[config.mk]
export PLATFORM = sky130hd
export DESIGN_NAME = mdu_decode
export DESIGN_NICKNAME = d
export VERILOG_FILES = /design/src/hdl/mdu_op_pkg.sv /design/src/hdl/mips_funct_pkg.sv /design/src/hdl/mdu_decode.sv
export SDC_FILE = /design/constraint.sdc
export NUM_CORES = 1
export LEC_CHECK = 0
export BUFFER_PORTS_ARGS = -buffer_cell sky130_fd_sc_hd__buf_4
export CORE_AREA = 2 2 53 55
export DETAILED_ROUTE_END_ITERATION = 10
export DIE_AREA = 0 0 55 57
export PLACE_DENSITY = 0.83
export SLEW_MARGIN = 20
export SYNTH_ARGS = -nofsm -noshare
export SYNTH_HDL_FRONTEND = slang
export SYNTH_SLANG_ARGS = --single-unit
export TNS_END_PERCENT = 30
[constraint.sdc]
create_clock -name vclk -period 1.1
set_clock_uncertainty 0.15 [all_clocks]
set_input_delay 0.055 -clock vclk [all_inputs]
set_output_delay 0.055 -clock vclk [all_outputs]
set_load 0.02 [all_outputs]
[src/hdl/mdu_op_pkg.sv]
package mdu_op_pkg;

    ////////////////////////////////////////////////////////////////////////////
    // Unit operation codes
    ////////////////////////////////////////////////////////////////////////////

    localparam int MDUOP_SIZE = 3;

    localparam logic [MDUOP_SIZE-1:0] MDUOP_NOOP  = 3'd0;  // Nothing for the sequencer
    localparam logic [MDUOP_SIZE-1:0] MDUOP_MULT  = 3'd1;  // Signed product
    localparam logic [MDUOP_SIZE-1:0] MDUOP_MULTU = 3'd2;  // Unsigned product
    localparam logic [MDUOP_SIZE-1:0] MDUOP_DIV   = 3'd3;  // Signed quotient/remainder
    localparam logic [MDUOP_SIZE-1:0] MDUOP_DIVU  = 3'd4;  // Unsigned quotient/remainder

    ////////////////////////////////////////////////////////////////////////////
    // Arithmetic latency
    ////////////////////////////////////////////////////////////////////////////

    localparam int DELAY_SIZE = 4;

    // Cycles from the accepting edge to the result edge
    localparam logic [DELAY_SIZE-1:0] DELAY_MULT = 4'd5;
    localparam logic [DELAY_SIZE-1:0] DELAY_DIV  = 4'd10;

    ////////////////////////////////////////////////////////////////////////////
    // Datapath
    ////////////////////////////////////////////////////////////////////////////

    localparam int DATA_W = 32;  // Operands, HI and LO

endpackage

[src/hdl/mips_funct_pkg.sv]
package mips_funct_pkg;

    ////////////////////////////////////////////////////////////////////////////
    // R-type funct field, SPECIAL opcode
    ////////////////////////////////////////////////////////////////////////////

    localparam int FUNCT_W = 6;

    // HI/LO moves
    localparam logic [FUNCT_W-1:0] FUNCT_MFHI  = 6'h10;
    localparam logic [FUNCT_W-1:0] FUNCT_MTHI  = 6'h11;
    localparam logic [FUNCT_W-1:0] FUNCT_MFLO  = 6'h12;
    localparam logic [FUNCT_W-1:0] FUNCT_MTLO  = 6'h13;

    // Multi-cycle arithmetic
    localparam logic [FUNCT_W-1:0] FUNCT_MULT  = 6'h18;
    localparam logic [FUNCT_W-1:0] FUNCT_MULTU = 6'h19;
    localparam logic [FUNCT_W-1:0] FUNCT_DIV   = 6'h1a;
    localparam logic [FUNCT_W-1:0] FUNCT_DIVU  = 6'h1b;

endpackage

[src/hdl/mdu_decode.sv]
`timescale 1ns/1ns

module mdu_decode
    import mdu_op_pkg::*;
    import mips_funct_pkg::*;
(
    input  logic                  instr_valid,
    input  logic [FUNCT_W-1:0]    funct,
    input  logic [DATA_W-1:0]     hi,
    input  logic [DATA_W-1:0]     lo,
    input  logic                  busy,
    output logic [MDUOP_SIZE-1:0] operation,
    output logic                  mt_hi,
    output logic                  mt_lo,
    output logic [DATA_W-1:0]     rd_data,
    output logic                  stall
);

    logic mdu_instr;  // Any funct owned by this unit

    always_comb begin
        operation = MDUOP_NOOP;
        mt_hi     = 1'b0;
        mt_lo     = 1'b0;
        rd_data   = '0;
        mdu_instr = 1'b0;
        if (instr_valid) begin
            case (funct)
                FUNCT_MULT:  operation = MDUOP_MULT;
                FUNCT_MULTU: operation = MDUOP_MULTU;
                FUNCT_DIV:   operation = MDUOP_DIV;
                FUNCT_DIVU:  operation = MDUOP_DIVU;
                FUNCT_MTHI:  mt_hi     = 1'b1;
                FUNCT_MTLO:  mt_lo     = 1'b1;
                FUNCT_MFHI:  rd_data   = hi;
                FUNCT_MFLO:  rd_data   = lo;
                default:     ;
            endcase
            case (funct)
                FUNCT_MFHI, FUNCT_MTHI, FUNCT_MFLO, FUNCT_MTLO,
                FUNCT_MULT, FUNCT_MULTU, FUNCT_DIV, FUNCT_DIVU: mdu_instr = 1'b1;
                default: mdu_instr = 1'b0;
            endcase
        end
    end

    // Moves and reads must wait for an arithmetic result as well
    assign stall = mdu_instr && busy;

endmodule

==> results.md <==
Hold path:
- In this run the worst hold path is classified as in -> out.

Synth:
- The synthesized cell area is 820 um^2.
- By count the netlist is led by sky130_fd_sc_hd__mux2i_1, sky130_fd_sc_hd__nor3_2, sky130_fd_sc_hd__nor3_1.
- The sequential cell area fraction in the yosys report is 0%.
- The count of distinct cell types in the synthesized netlist is 14.
- The cell type with the largest total area after synthesis is sky130_fd_sc_hd__mux2i_1.
- Dividing the synthesized area by the synthesized cell count gives 9.31 um^2.
- The synthesized netlist net count is 160.
- After technology mapping, the gate count stands at 88.
- By area the synthesized netlist is led by sky130_fd_sc_hd__mux2i_1, sky130_fd_sc_hd__nor3_2, sky130_fd_sc_hd__buf_12.
- The area share of the leading cell type in the synthesized netlist is 39.1%.
- By instance count, the leading cell after synthesis is sky130_fd_sc_hd__mux2i_1.
- Yosys printed 0 warnings.

Placed design:
- In this run, placement finished with an instance count of 223.
- In this run the tool buffered the top-level ports with 110 buffer cells.
- The placed wire-length estimate is 2.49 mm.
- The placed instance area is 1660 um^2.
- Routability-driven placement finished with a final weighted congestion of 0.736.

Global route:
- The via count of the first global-routing pass is 1,048.
- The wire length of the first global-routing pass is 4.79 mm.
- The maximum number of pins on one net before global-route repair is 36.
- Summed over all layers, the global routing overflow is 0.
- The global routing usage summed across all routing layers is 19.8%.
- The number of antenna violations at the first check in global routing is 0.

Floorplan:
- The number of placement rows is 19.
- The floorplan die area is 3140 um^2.
- The boundary pin count is 110.
- The initial standard-cell utilization of the core is 31.3%.
- After floorplanning, the core was sized to cover 2620 um^2.
- Measured along the x axis, the die boundary spans 55 um.
- The die extent in y is 57 um.

Detailed routing:
- Summed over all layers, the routed wires come to 3.19 mm.
- The DRC violations left is 0.
- After detailed routing, the number of vias per cell comes to 4.83.
- The count of nets left with antenna violations after detail routing is 0.
- Detailed routing inserted a total of 1,086 vias.
- The initial detailed-routing violation count is 3.
- After detailed routing, the average wire length per cell comes to 14.2 um.
- The first TritonRoute pass finished after 2 iterations.

Worst setup path:
- The worst endpoint data arrival time is 0.99 ns.
- The kind of launch point of the worst setup path is a primary input.
- The data required time at the worst endpoint is 0.89 ns.
- The sort of element at the end of the critical path is an output pin.
- The destination of the critical timing path is mt_hi.
- By startpoint and endpoint, the worst setup path is classified as in -> out.
- The critical-path maximum fanout is 9.
- The worst setup path startpoint is funct[2].

Timing:
- Setup violations remaining at the end of the flow were counted as 37.
- For this run, the top clock speed supported by timing is 0.839 GHz.
- The number of failing hold endpoints at the final stage is 0.
- In the post-route analysis, the smallest setup slack over all paths is -0.0914 ns.
- Setup repair after global routing could not meet its margin everywhere.
- The setup TNS is -1.74 ns.
- The worst path in the final design needs a cycle of 1.19 ns, including I/O delays and setup.
- The share of the cycle needed by the critical path after routing is 108%.
- The max-slew headroom at the worst pin is 75.9%.
- The max-slew violation count came to 0.
- At the pin with the least slew margin, the transition time is 0.362 ns.

Run status:
- The run finished, with violations left.
- The final reports fail on setup timing.

Final layout:
- Cells fill 69.8% of the core in the end.
- In the final layout, flip-flops and latches occupy 0 um^2.
- The number of antenna diodes is 0.
- The count of flip-flops and latches is 0.
- The number of fillers in the final layout is 203.
- The net total in the final layout is 268.
- The finished cells cover 1830 um^2.
- The final instance count without filler cells is 225.
- The share of layout cells above drive strength 1 is 80.9%.
- The clock tree buffer count of the final layout is 0.
- The area growth from synthesis to layout is 123%.

Power and ir drop:
- The highest ir drop seen on vdd is 0.201 mV.
- The power density relative to cell area is 269 nW/um^2.
- In this run the static leakage power is 0.908 nW.

Clocking:
- Buffers inserted to repair hold after CTS numbered 0.
- The number of setup buffers added after CTS is 0.

Job:
- Max-cap violations in this run came to 0.
[worst max-delay path, stage by stage]
cell and delay [ns]:
sky130_fd_sc_hd__buf_6 0.09, sky130_fd_sc_hd__nand4bb_4 0.27, sky130_fd_sc_hd__buf_12 0.20, sky130_fd_sc_hd__nor4b_4 0.20, sky130_fd_sc_hd__buf_4 0.18
[through the flow]
step | hold slack, ns | worst slack [ns] | power (mW)
finish | 0.291 | -0.0914 | 0.490
global route | 0.308 | -0.146 | 0.528
CTS | 0.297 | -0.128 | 0.484
detailed placement | 0.295 | -0.201 | 0.443
global placement | 0.281 | -0.159 | 0.431
floorplan | 0.0113 | -0.0477 | 0.223
[where the power goes]
part / switching (mW) / internal, mW / total (mW) / leakage [nW]
Combinational: 0.200 / 0.290 / 0.490 / 0.908
Clock: 0 / 0 / 0 / 0
Sequential: 0 / 0 / 0 / 0
Total: 0.200 / 0.290 / 0.490 / 0.908
[timing repair]
item | 4_1_cts | 5_1_grt
gates resized for setup | 13 | 13
pin swaps | 3 | 0
cloned | 2 | 0
endpoints found under the setup margin | 38 | 38
[worst min path at each step]
stage / from / endpoint / slack (ns) / cells past startpoint
floorplan: funct[0] / operation[0] / 0.01 / 1
CTS: busy / stall / 0.30 / 4
finish: busy / stall / 0.29 / 4
global placement: busy / stall / 0.28 / 4
global route: busy / stall / 0.31 / 4
detailed placement: busy / stall / 0.29 / 4
[area by class of cell]
type	instances	area, um^2	area share (%)
timing repair buffer	118	997	54.6
multi-input combinational	74	782	42.8
tap	31	38.8	2.12
inverter	2	7.51	0.411
[cell usage in the layout, fill, tap and decap left out, types with 2 or more instances in the layout]
cell type                 synthesis  routed
sky130_fd_sc_hd__buf_4            3     105
sky130_fd_sc_hd__mux2i_1         32      32
sky130_fd_sc_hd__nor3_2          30      32
sky130_fd_sc_hd__buf_6            1       6
sky130_fd_sc_hd__nor3_4           0       4
sky130_fd_sc_hd__buf_12           3       3
sky130_fd_sc_hd__inv_1            2       2
[cells by family after synthesis]
family	after synthesis	share of synthesized area, %
simple gates	41	44.4
mux	32	39.1
buf+inv	14	15.4
xor+xnor	1	1.07
[routing by layer]
metal,vias up,global-route usage [%],wire length [um]
li1,539,-,-
met1,475,22.5,1040
met2,68,37.8,1760
met3,4,2.62,366
met4,0,3.48,36
met5,-,0,0
Note: power is estimated with default switching activity, not from simulation.
