===== config.mk =====
export PLATFORM = sky130hd
export DESIGN_NAME = hilo_regs
export DESIGN_NICKNAME = d
export VERILOG_FILES = /design/src/hdl/hilo_regs.sv
export SDC_FILE = /design/constraint.sdc
export NUM_CORES = 1
export LEC_CHECK = 0
export BUFFER_PORTS_ARGS = -buffer_cell sky130_fd_sc_hd__buf_2
export CAP_MARGIN = 20
export CORE_MARGIN = 4
export CORE_UTILIZATION = 42
export CTS_CLUSTER_DIAMETER = 150
export DETAILED_ROUTE_END_ITERATION = 10
export GPL_TIMING_DRIVEN = 0
export PLACE_DENSITY = 0.86
export SLEW_MARGIN = 20
export SYNTH_ARGS = -nofsm -noshare
export SYNTH_HDL_FRONTEND = slang
export SYNTH_SLANG_ARGS = --single-unit
export TNS_END_PERCENT = 20

===== constraint.sdc =====
create_clock -name clk -period 1.11 [get_ports clk]
set_clock_uncertainty 0.05 [all_clocks]
set_input_delay 0.111 -clock clk [delete_from_list [all_inputs] [get_ports clk]]
set_output_delay 0.111 -clock clk [all_outputs]
set_load 0.01 [all_outputs]

===== src/hdl/hilo_regs.sv =====
`timescale 1ns/1ns

module hilo_regs (
    input  logic        clk,
    input  logic        reset,
    input  logic        move_we_hi,
    input  logic        move_we_lo,
    input  logic [31:0] move_data,
    input  logic        res_we,
    input  logic [31:0] res_hi,
    input  logic [31:0] res_lo,
    output logic [31:0] hi,
    output logic [31:0] lo
);

    logic [31:0] hi_reg;
    logic [31:0] lo_reg;

    always_ff @(posedge clk) begin
        if (reset) begin
            hi_reg <= '0;
            lo_reg <= '0;
        end else if (res_we) begin  // Arithmetic result, both halves
            hi_reg <= res_hi;
            lo_reg <= res_lo;
        end else if (move_we_hi) begin
            hi_reg <= move_data;
        end else if (move_we_lo) begin
            lo_reg <= move_data;
        end
    end

    assign hi = hi_reg;
    assign lo = lo_reg;

endmodule


==> impl_table.tex <==
\begin{tabular}{lr}
\hline
Metric & Value \\
\hline
\multicolumn{2}{l}{\textbf{Run status}} \\
\quad Run status & finished, final reports clean \\
\multicolumn{2}{l}{\textbf{Synth}} \\
\quad Post-synth top cells & sky130\_fd\_sc\_hd\_\_dfxtp\_1 (64), sky130\_fd\_sc\_hd\_\_nor3\_1 (54) \\
\quad Count of flip-flops with a built-in enable after synthesis & 0 \\
\quad Parity-gate share of the synthesized area counting xor and xnor cells & 0 \\
\quad Count of synthesis-stage warnings from yosys & 0 \\
\quad Most instantiated flip-flop cell in the synthesis netlist & sky130\_fd\_sc\_hd\_\_dfxtp\_1 \\
\quad Async set or reset register ratio after synthesis & 0 \\
\quad Library cell occupying the most area in the post-synthesis netlist & sky130\_fd\_sc\_hd\_\_dfxtp\_1 \\
\quad Most numerous cell in the Yosys netlist & sky130\_fd\_sc\_hd\_\_dfxtp\_1 \\
\quad Number of cells produced by synthesis & around 360 \\
\quad Fraction of post-synthesis cell area in the top cell type by area & 0.389 \\
\quad Simple logic cell fraction of the synthesized area & 0.216 \\
\quad Combinational family with the most area after synthesis & simple AND/OR/NAND/NOR gates \\
\quad Avg Inst Size Synth & between 9 and 10 um2 \\
\quad Area of the mapped netlist & between 3000 and 4000 um2 \\
\quad Post-Synth Adder-Cell Area & 0 \\
\quad Post-synthesis mux area share & 0.0972 \\
\quad Fraction of the mapped netlist area in compound gates & 0.194 \\
\quad Sequential share of the synthesized area & 0.389 \\
\quad Count of state elements after synthesis & between 60 and 70 \\
\quad Library cells used by synthesis & 17 \\
\quad Synth area leaders & sky130\_fd\_sc\_hd\_\_dfxtp\_1 (39\%), sky130\_fd\_sc\_hd\_\_a2111oi\_2 (15\%), sky130\_fd\_sc\_hd\_\_mux2i\_1 (9.7\%) \\
\quad Synthesized netlist net count & 459 \\
\multicolumn{2}{l}{\textbf{Job}} \\
\quad Total of max-cap violations & 0 \\
\multicolumn{2}{l}{\textbf{GRT}} \\
\quad Number of antenna violations at the first check in global routing & 0 \\
\quad Tot GR Track Use & 0.223 \\
\quad Pin count of the biggest net entering global routing & 12 \\
\quad Number of global-route vias before repair & 3,404 \\
\quad Global-route wire length before repair & $\sim$16 mm \\
\quad Gr ovfl total & 0 \\
\multicolumn{2}{l}{\textbf{Detailed routing}} \\
\quad Drt wl/cell & approximately 16 um \\
\quad First-pass detailed-route iteration total & 4 \\
\quad Residual antenna-violating net count after detailed routing & 0 \\
\quad Iteration-0 DRC count of the detailed router & 95 \\
\quad Via-to-Cell Ratio & approximately 5 \\
\quad DRC violation count after routing & 0 \\
\quad Routed Wire Length & 10.4 mm \\
\quad Via count & $\sim$3,400 \\
\multicolumn{2}{l}{\textbf{STA}} \\
\quad Relative slew slack & 0.486 \\
\quad Fin. max-slew vios & 0 \\
\quad Final min period & 1030 ps \\
\quad Post-route clock period utilization & 0.927 \\
\quad Worst setup slack after layout & 81.4 ps \\
\quad Peak clock frequency supported by timing & a little under 1000 MHz \\
\quad Setup-failing EPs final & 0 \\
\quad Number of hold-slack violations in the final timing report & 0 \\
\quad Worst-margin pin slew & a little under 800 ps \\
\quad Worst hold-check slack & 14.0 ps \\
\quad Unrepaired setup endpoints after global routing & false \\
\multicolumn{2}{l}{\textbf{Cells and area}} \\
\quad Area added between synthesis and finish & 42.4\% \\
\quad Util after Layout & 0.610 \\
\quad Final Net Count & 660 \\
\quad Layout cell share with drive strength beyond 1 & 0.436 \\
\quad Antenna cell count & 0 \\
\multicolumn{2}{l}{\textbf{Power}} \\
\quad Power share of the combinational group & 0.231 \\
\quad Part of the total power dissipated in the clock network & 0.313 \\
\quad Switching component of the power & about 1700 uW \\
\quad Pwr dens & 1200 nW/um2 \\
\quad Reg power frac & 0.456 \\
\quad Peak supply drop & between 700 and 800 uV \\
\quad Leakage power of the design & between 0.002 and 0.0025 uW \\
\quad Cell internal power dissipation & 3950 uW \\
\quad Total power of the final layout & 5610 uW \\
\quad Switching Fraction & 0.296 \\
\multicolumn{2}{l}{\textbf{Clock network}} \\
\quad Clk buf depth & 2 \\
\quad Clock-pin slew of the registers on the worst-case setup and hold paths & $\sim$70 ps \\
\quad Post-CTS setup buffers & 0 \\
\quad Cts bufs inserted & 9 \\
\quad Post-CTS sizing & 0 \\
\quad Number of sinks handled by clock tree synthesis & 64 \\
\quad CTS HTree Levels & 3 \\
\quad CTS root buffer & sky130\_fd\_sc\_hd\_\_clkbuf\_8 \\
\quad TritonCTS clock tree & built \\
\quad Skew-Pair Late Insertion Delay & 330 ps \\
\quad Post-CTS Hold Buffers & 29 \\
\multicolumn{2}{l}{\textbf{Floorplanning}} \\
\quad Core box area & between 7000 and 8000 um2 \\
\quad Initial core utilization & 0.429 \\
\quad Die X & between 90 and 100 um \\
\quad Number of ports placed on the die boundary & around 170 \\
\quad Number of placement rows & 32 \\
\quad DIE AREA & 9330 um2 \\
\quad Die height & around 97 um \\
\multicolumn{2}{l}{\textbf{Worst hold path}} \\
\quad Type of the worst min-delay path & in -> reg \\
\quad Min-Delay Startpoint & res\_lo[31] \\
\quad Hold Path Cell Cnt & 3 \\
\quad Capture endpoint of the worst hold path & lo[31]\$\_SDFFE\_PP0P\_ \\
\multicolumn{2}{l}{\textbf{Placed design}} \\
\quad Port buffer count & $\sim$160 \\
\quad GPL Wtd Cong & $\sim$0.77 \\
\quad HPWL after detailed placement & between 7 and 8 mm \\
\quad Worst-case setup slack after placement & -219 ps \\
\multicolumn{2}{l}{\textbf{Critical path}} \\
\quad R2R Path End & lo[14]\$\_SDFFE\_PP0P\_ \\
\quad Endpoint required time on the critical path & $\sim$1300 ps \\
\quad Launching point of the worst reg2reg path & lo[14]\$\_SDFFE\_PP0P\_ \\
\quad Worst r2r path cells & 2 \\
\quad Max Fanout on Critical Path & 1 \\
\quad R2R setup slack & between 200 and 250 ps \\
\quad Critical path endpoint category & register \\
\quad Path type of the worst setup path & in -> reg \\
\quad Worst Setup Start Kind & primary input \\
\quad Signal arrival time at the worst endpoint & between 1000 and 1500 ps \\
\hline
\end{tabular}
-- metal layers --
| layer | GRT usage | part of all wire |
|---|---|---|
| met1 | 0.269 | 0.40 |
| met2 | 0.398 | 0.52 |
| met3 | 0.0473 | 0.071 |
| met4 | 0.0619 | 0.011 |
| met5 | 0 | 0 |
-- power by group through the flow --
stage / registers (uW) / clock network (uW) / logic (uW)
after floorplan: 2680 / 0 / 630
after global placement: 2600 / 0 / 1180
after detailed placement: 2610 / 0 / 1220
after CTS: 2560 / 1800 / 1300
after global routing: 2580 / 1900 / 1430
final: 2560 / 1760 / 1300
-- cells by family (layout without fill, tap and decap cells) --
logic type / Yosys count / count (layout)
buf+inv: 68 / 274
flops: 64 / 64
mux: 32 / 32
compound gates: 64 / 64
simple gates: 130 / 130
-- critical path, stage by stage --
cell and delay (ps):
sky130_fd_sc_hd__dlygate4sd3_1 550, sky130_fd_sc_hd__buf_2 120, sky130_fd_sc_hd__inv_1 40, sky130_fd_sc_hd__a2111oi_2 370
-- per-stage QoR --
step | TNS, ps | area [um2] | instances
after global placement | -3910 | 4230 | 621
final | 0 | 4690 | 666
after CTS | 0 | 4690 | 666
after floorplan | 0 | 3300 | 358
after global routing | 0 | 4690 | 666
after detailed placement | -5290 | 4230 | 621
-- cell type report --
cell class              instances  area (um2)
repair buffers                190        1100
well taps                     102         128
clock buffers                  10         138
clock inverters                 6        35.0
multi-input cells             226        1670
inverters                      32         120
plain buffers                  36         220
fillers                       666        3000
flip-flops and latches         64        1280
-- worst max path at each step --
stage                        from                  end  slack (ps)  cells past startpoint
2_1_floorplan               reset  lo[10]$_SDFFE_PP0P_          60                      3
6_report               res_lo[14]  lo[14]$_SDFFE_PP0P_          80                      4
5_1_grt        lo[4]$_SDFFE_PP0P_                lo[4]          60                      1
3_3_place_gp                reset  lo[20]$_SDFFE_PP0P_        -160                      3
4_1_cts        lo[7]$_SDFFE_PP0P_                lo[7]          90                      1
3_5_place_dp                reset  lo[14]$_SDFFE_PP0P_        -220                      3
-- placed cells by master (no fill, tap or decap) --
| master | Yosys | routed |
|---|---|---|
| sky130_fd_sc_hd__nor2b_4 | 1 | 1 |
| sky130_fd_sc_hd__clkinvlp_4 | 0 | 2 |
| sky130_fd_sc_hd__buf_4 | 6 | 6 |
| sky130_fd_sc_hd__a2111oi_2 | 32 | 32 |
| sky130_fd_sc_hd__dfxtp_1 | 64 | 64 |
| sky130_fd_sc_hd__buf_6 | 3 | 3 |
| sky130_fd_sc_hd__nor3_2 | 10 | 10 |
| sky130_fd_sc_hd__nor3_1 | 54 | 54 |
| sky130_fd_sc_hd__clkbuf_1 | 9 | 9 |
| sky130_fd_sc_hd__inv_1 | 32 | 32 |
| sky130_fd_sc_hd__nor2b_1 | 32 | 32 |
| sky130_fd_sc_hd__dlygate4sd3_1 | 0 | 29 |
| sky130_fd_sc_hd__clkinv_2 | 0 | 4 |
| sky130_fd_sc_hd__nand2b_2 | 1 | 1 |
| sky130_fd_sc_hd__buf_8 | 2 | 2 |
| sky130_fd_sc_hd__buf_1 | 2 | 2 |
| sky130_fd_sc_hd__buf_2 | 14 | 175 |
| sky130_fd_sc_hd__mux2i_1 | 32 | 32 |
| sky130_fd_sc_hd__clkbuf_8 | 0 | 10 |
| sky130_fd_sc_hd__nand2_1 | 32 | 32 |
| sky130_fd_sc_hd__o21ai_0 | 32 | 32 |
(Power assumes the default switching activity.)
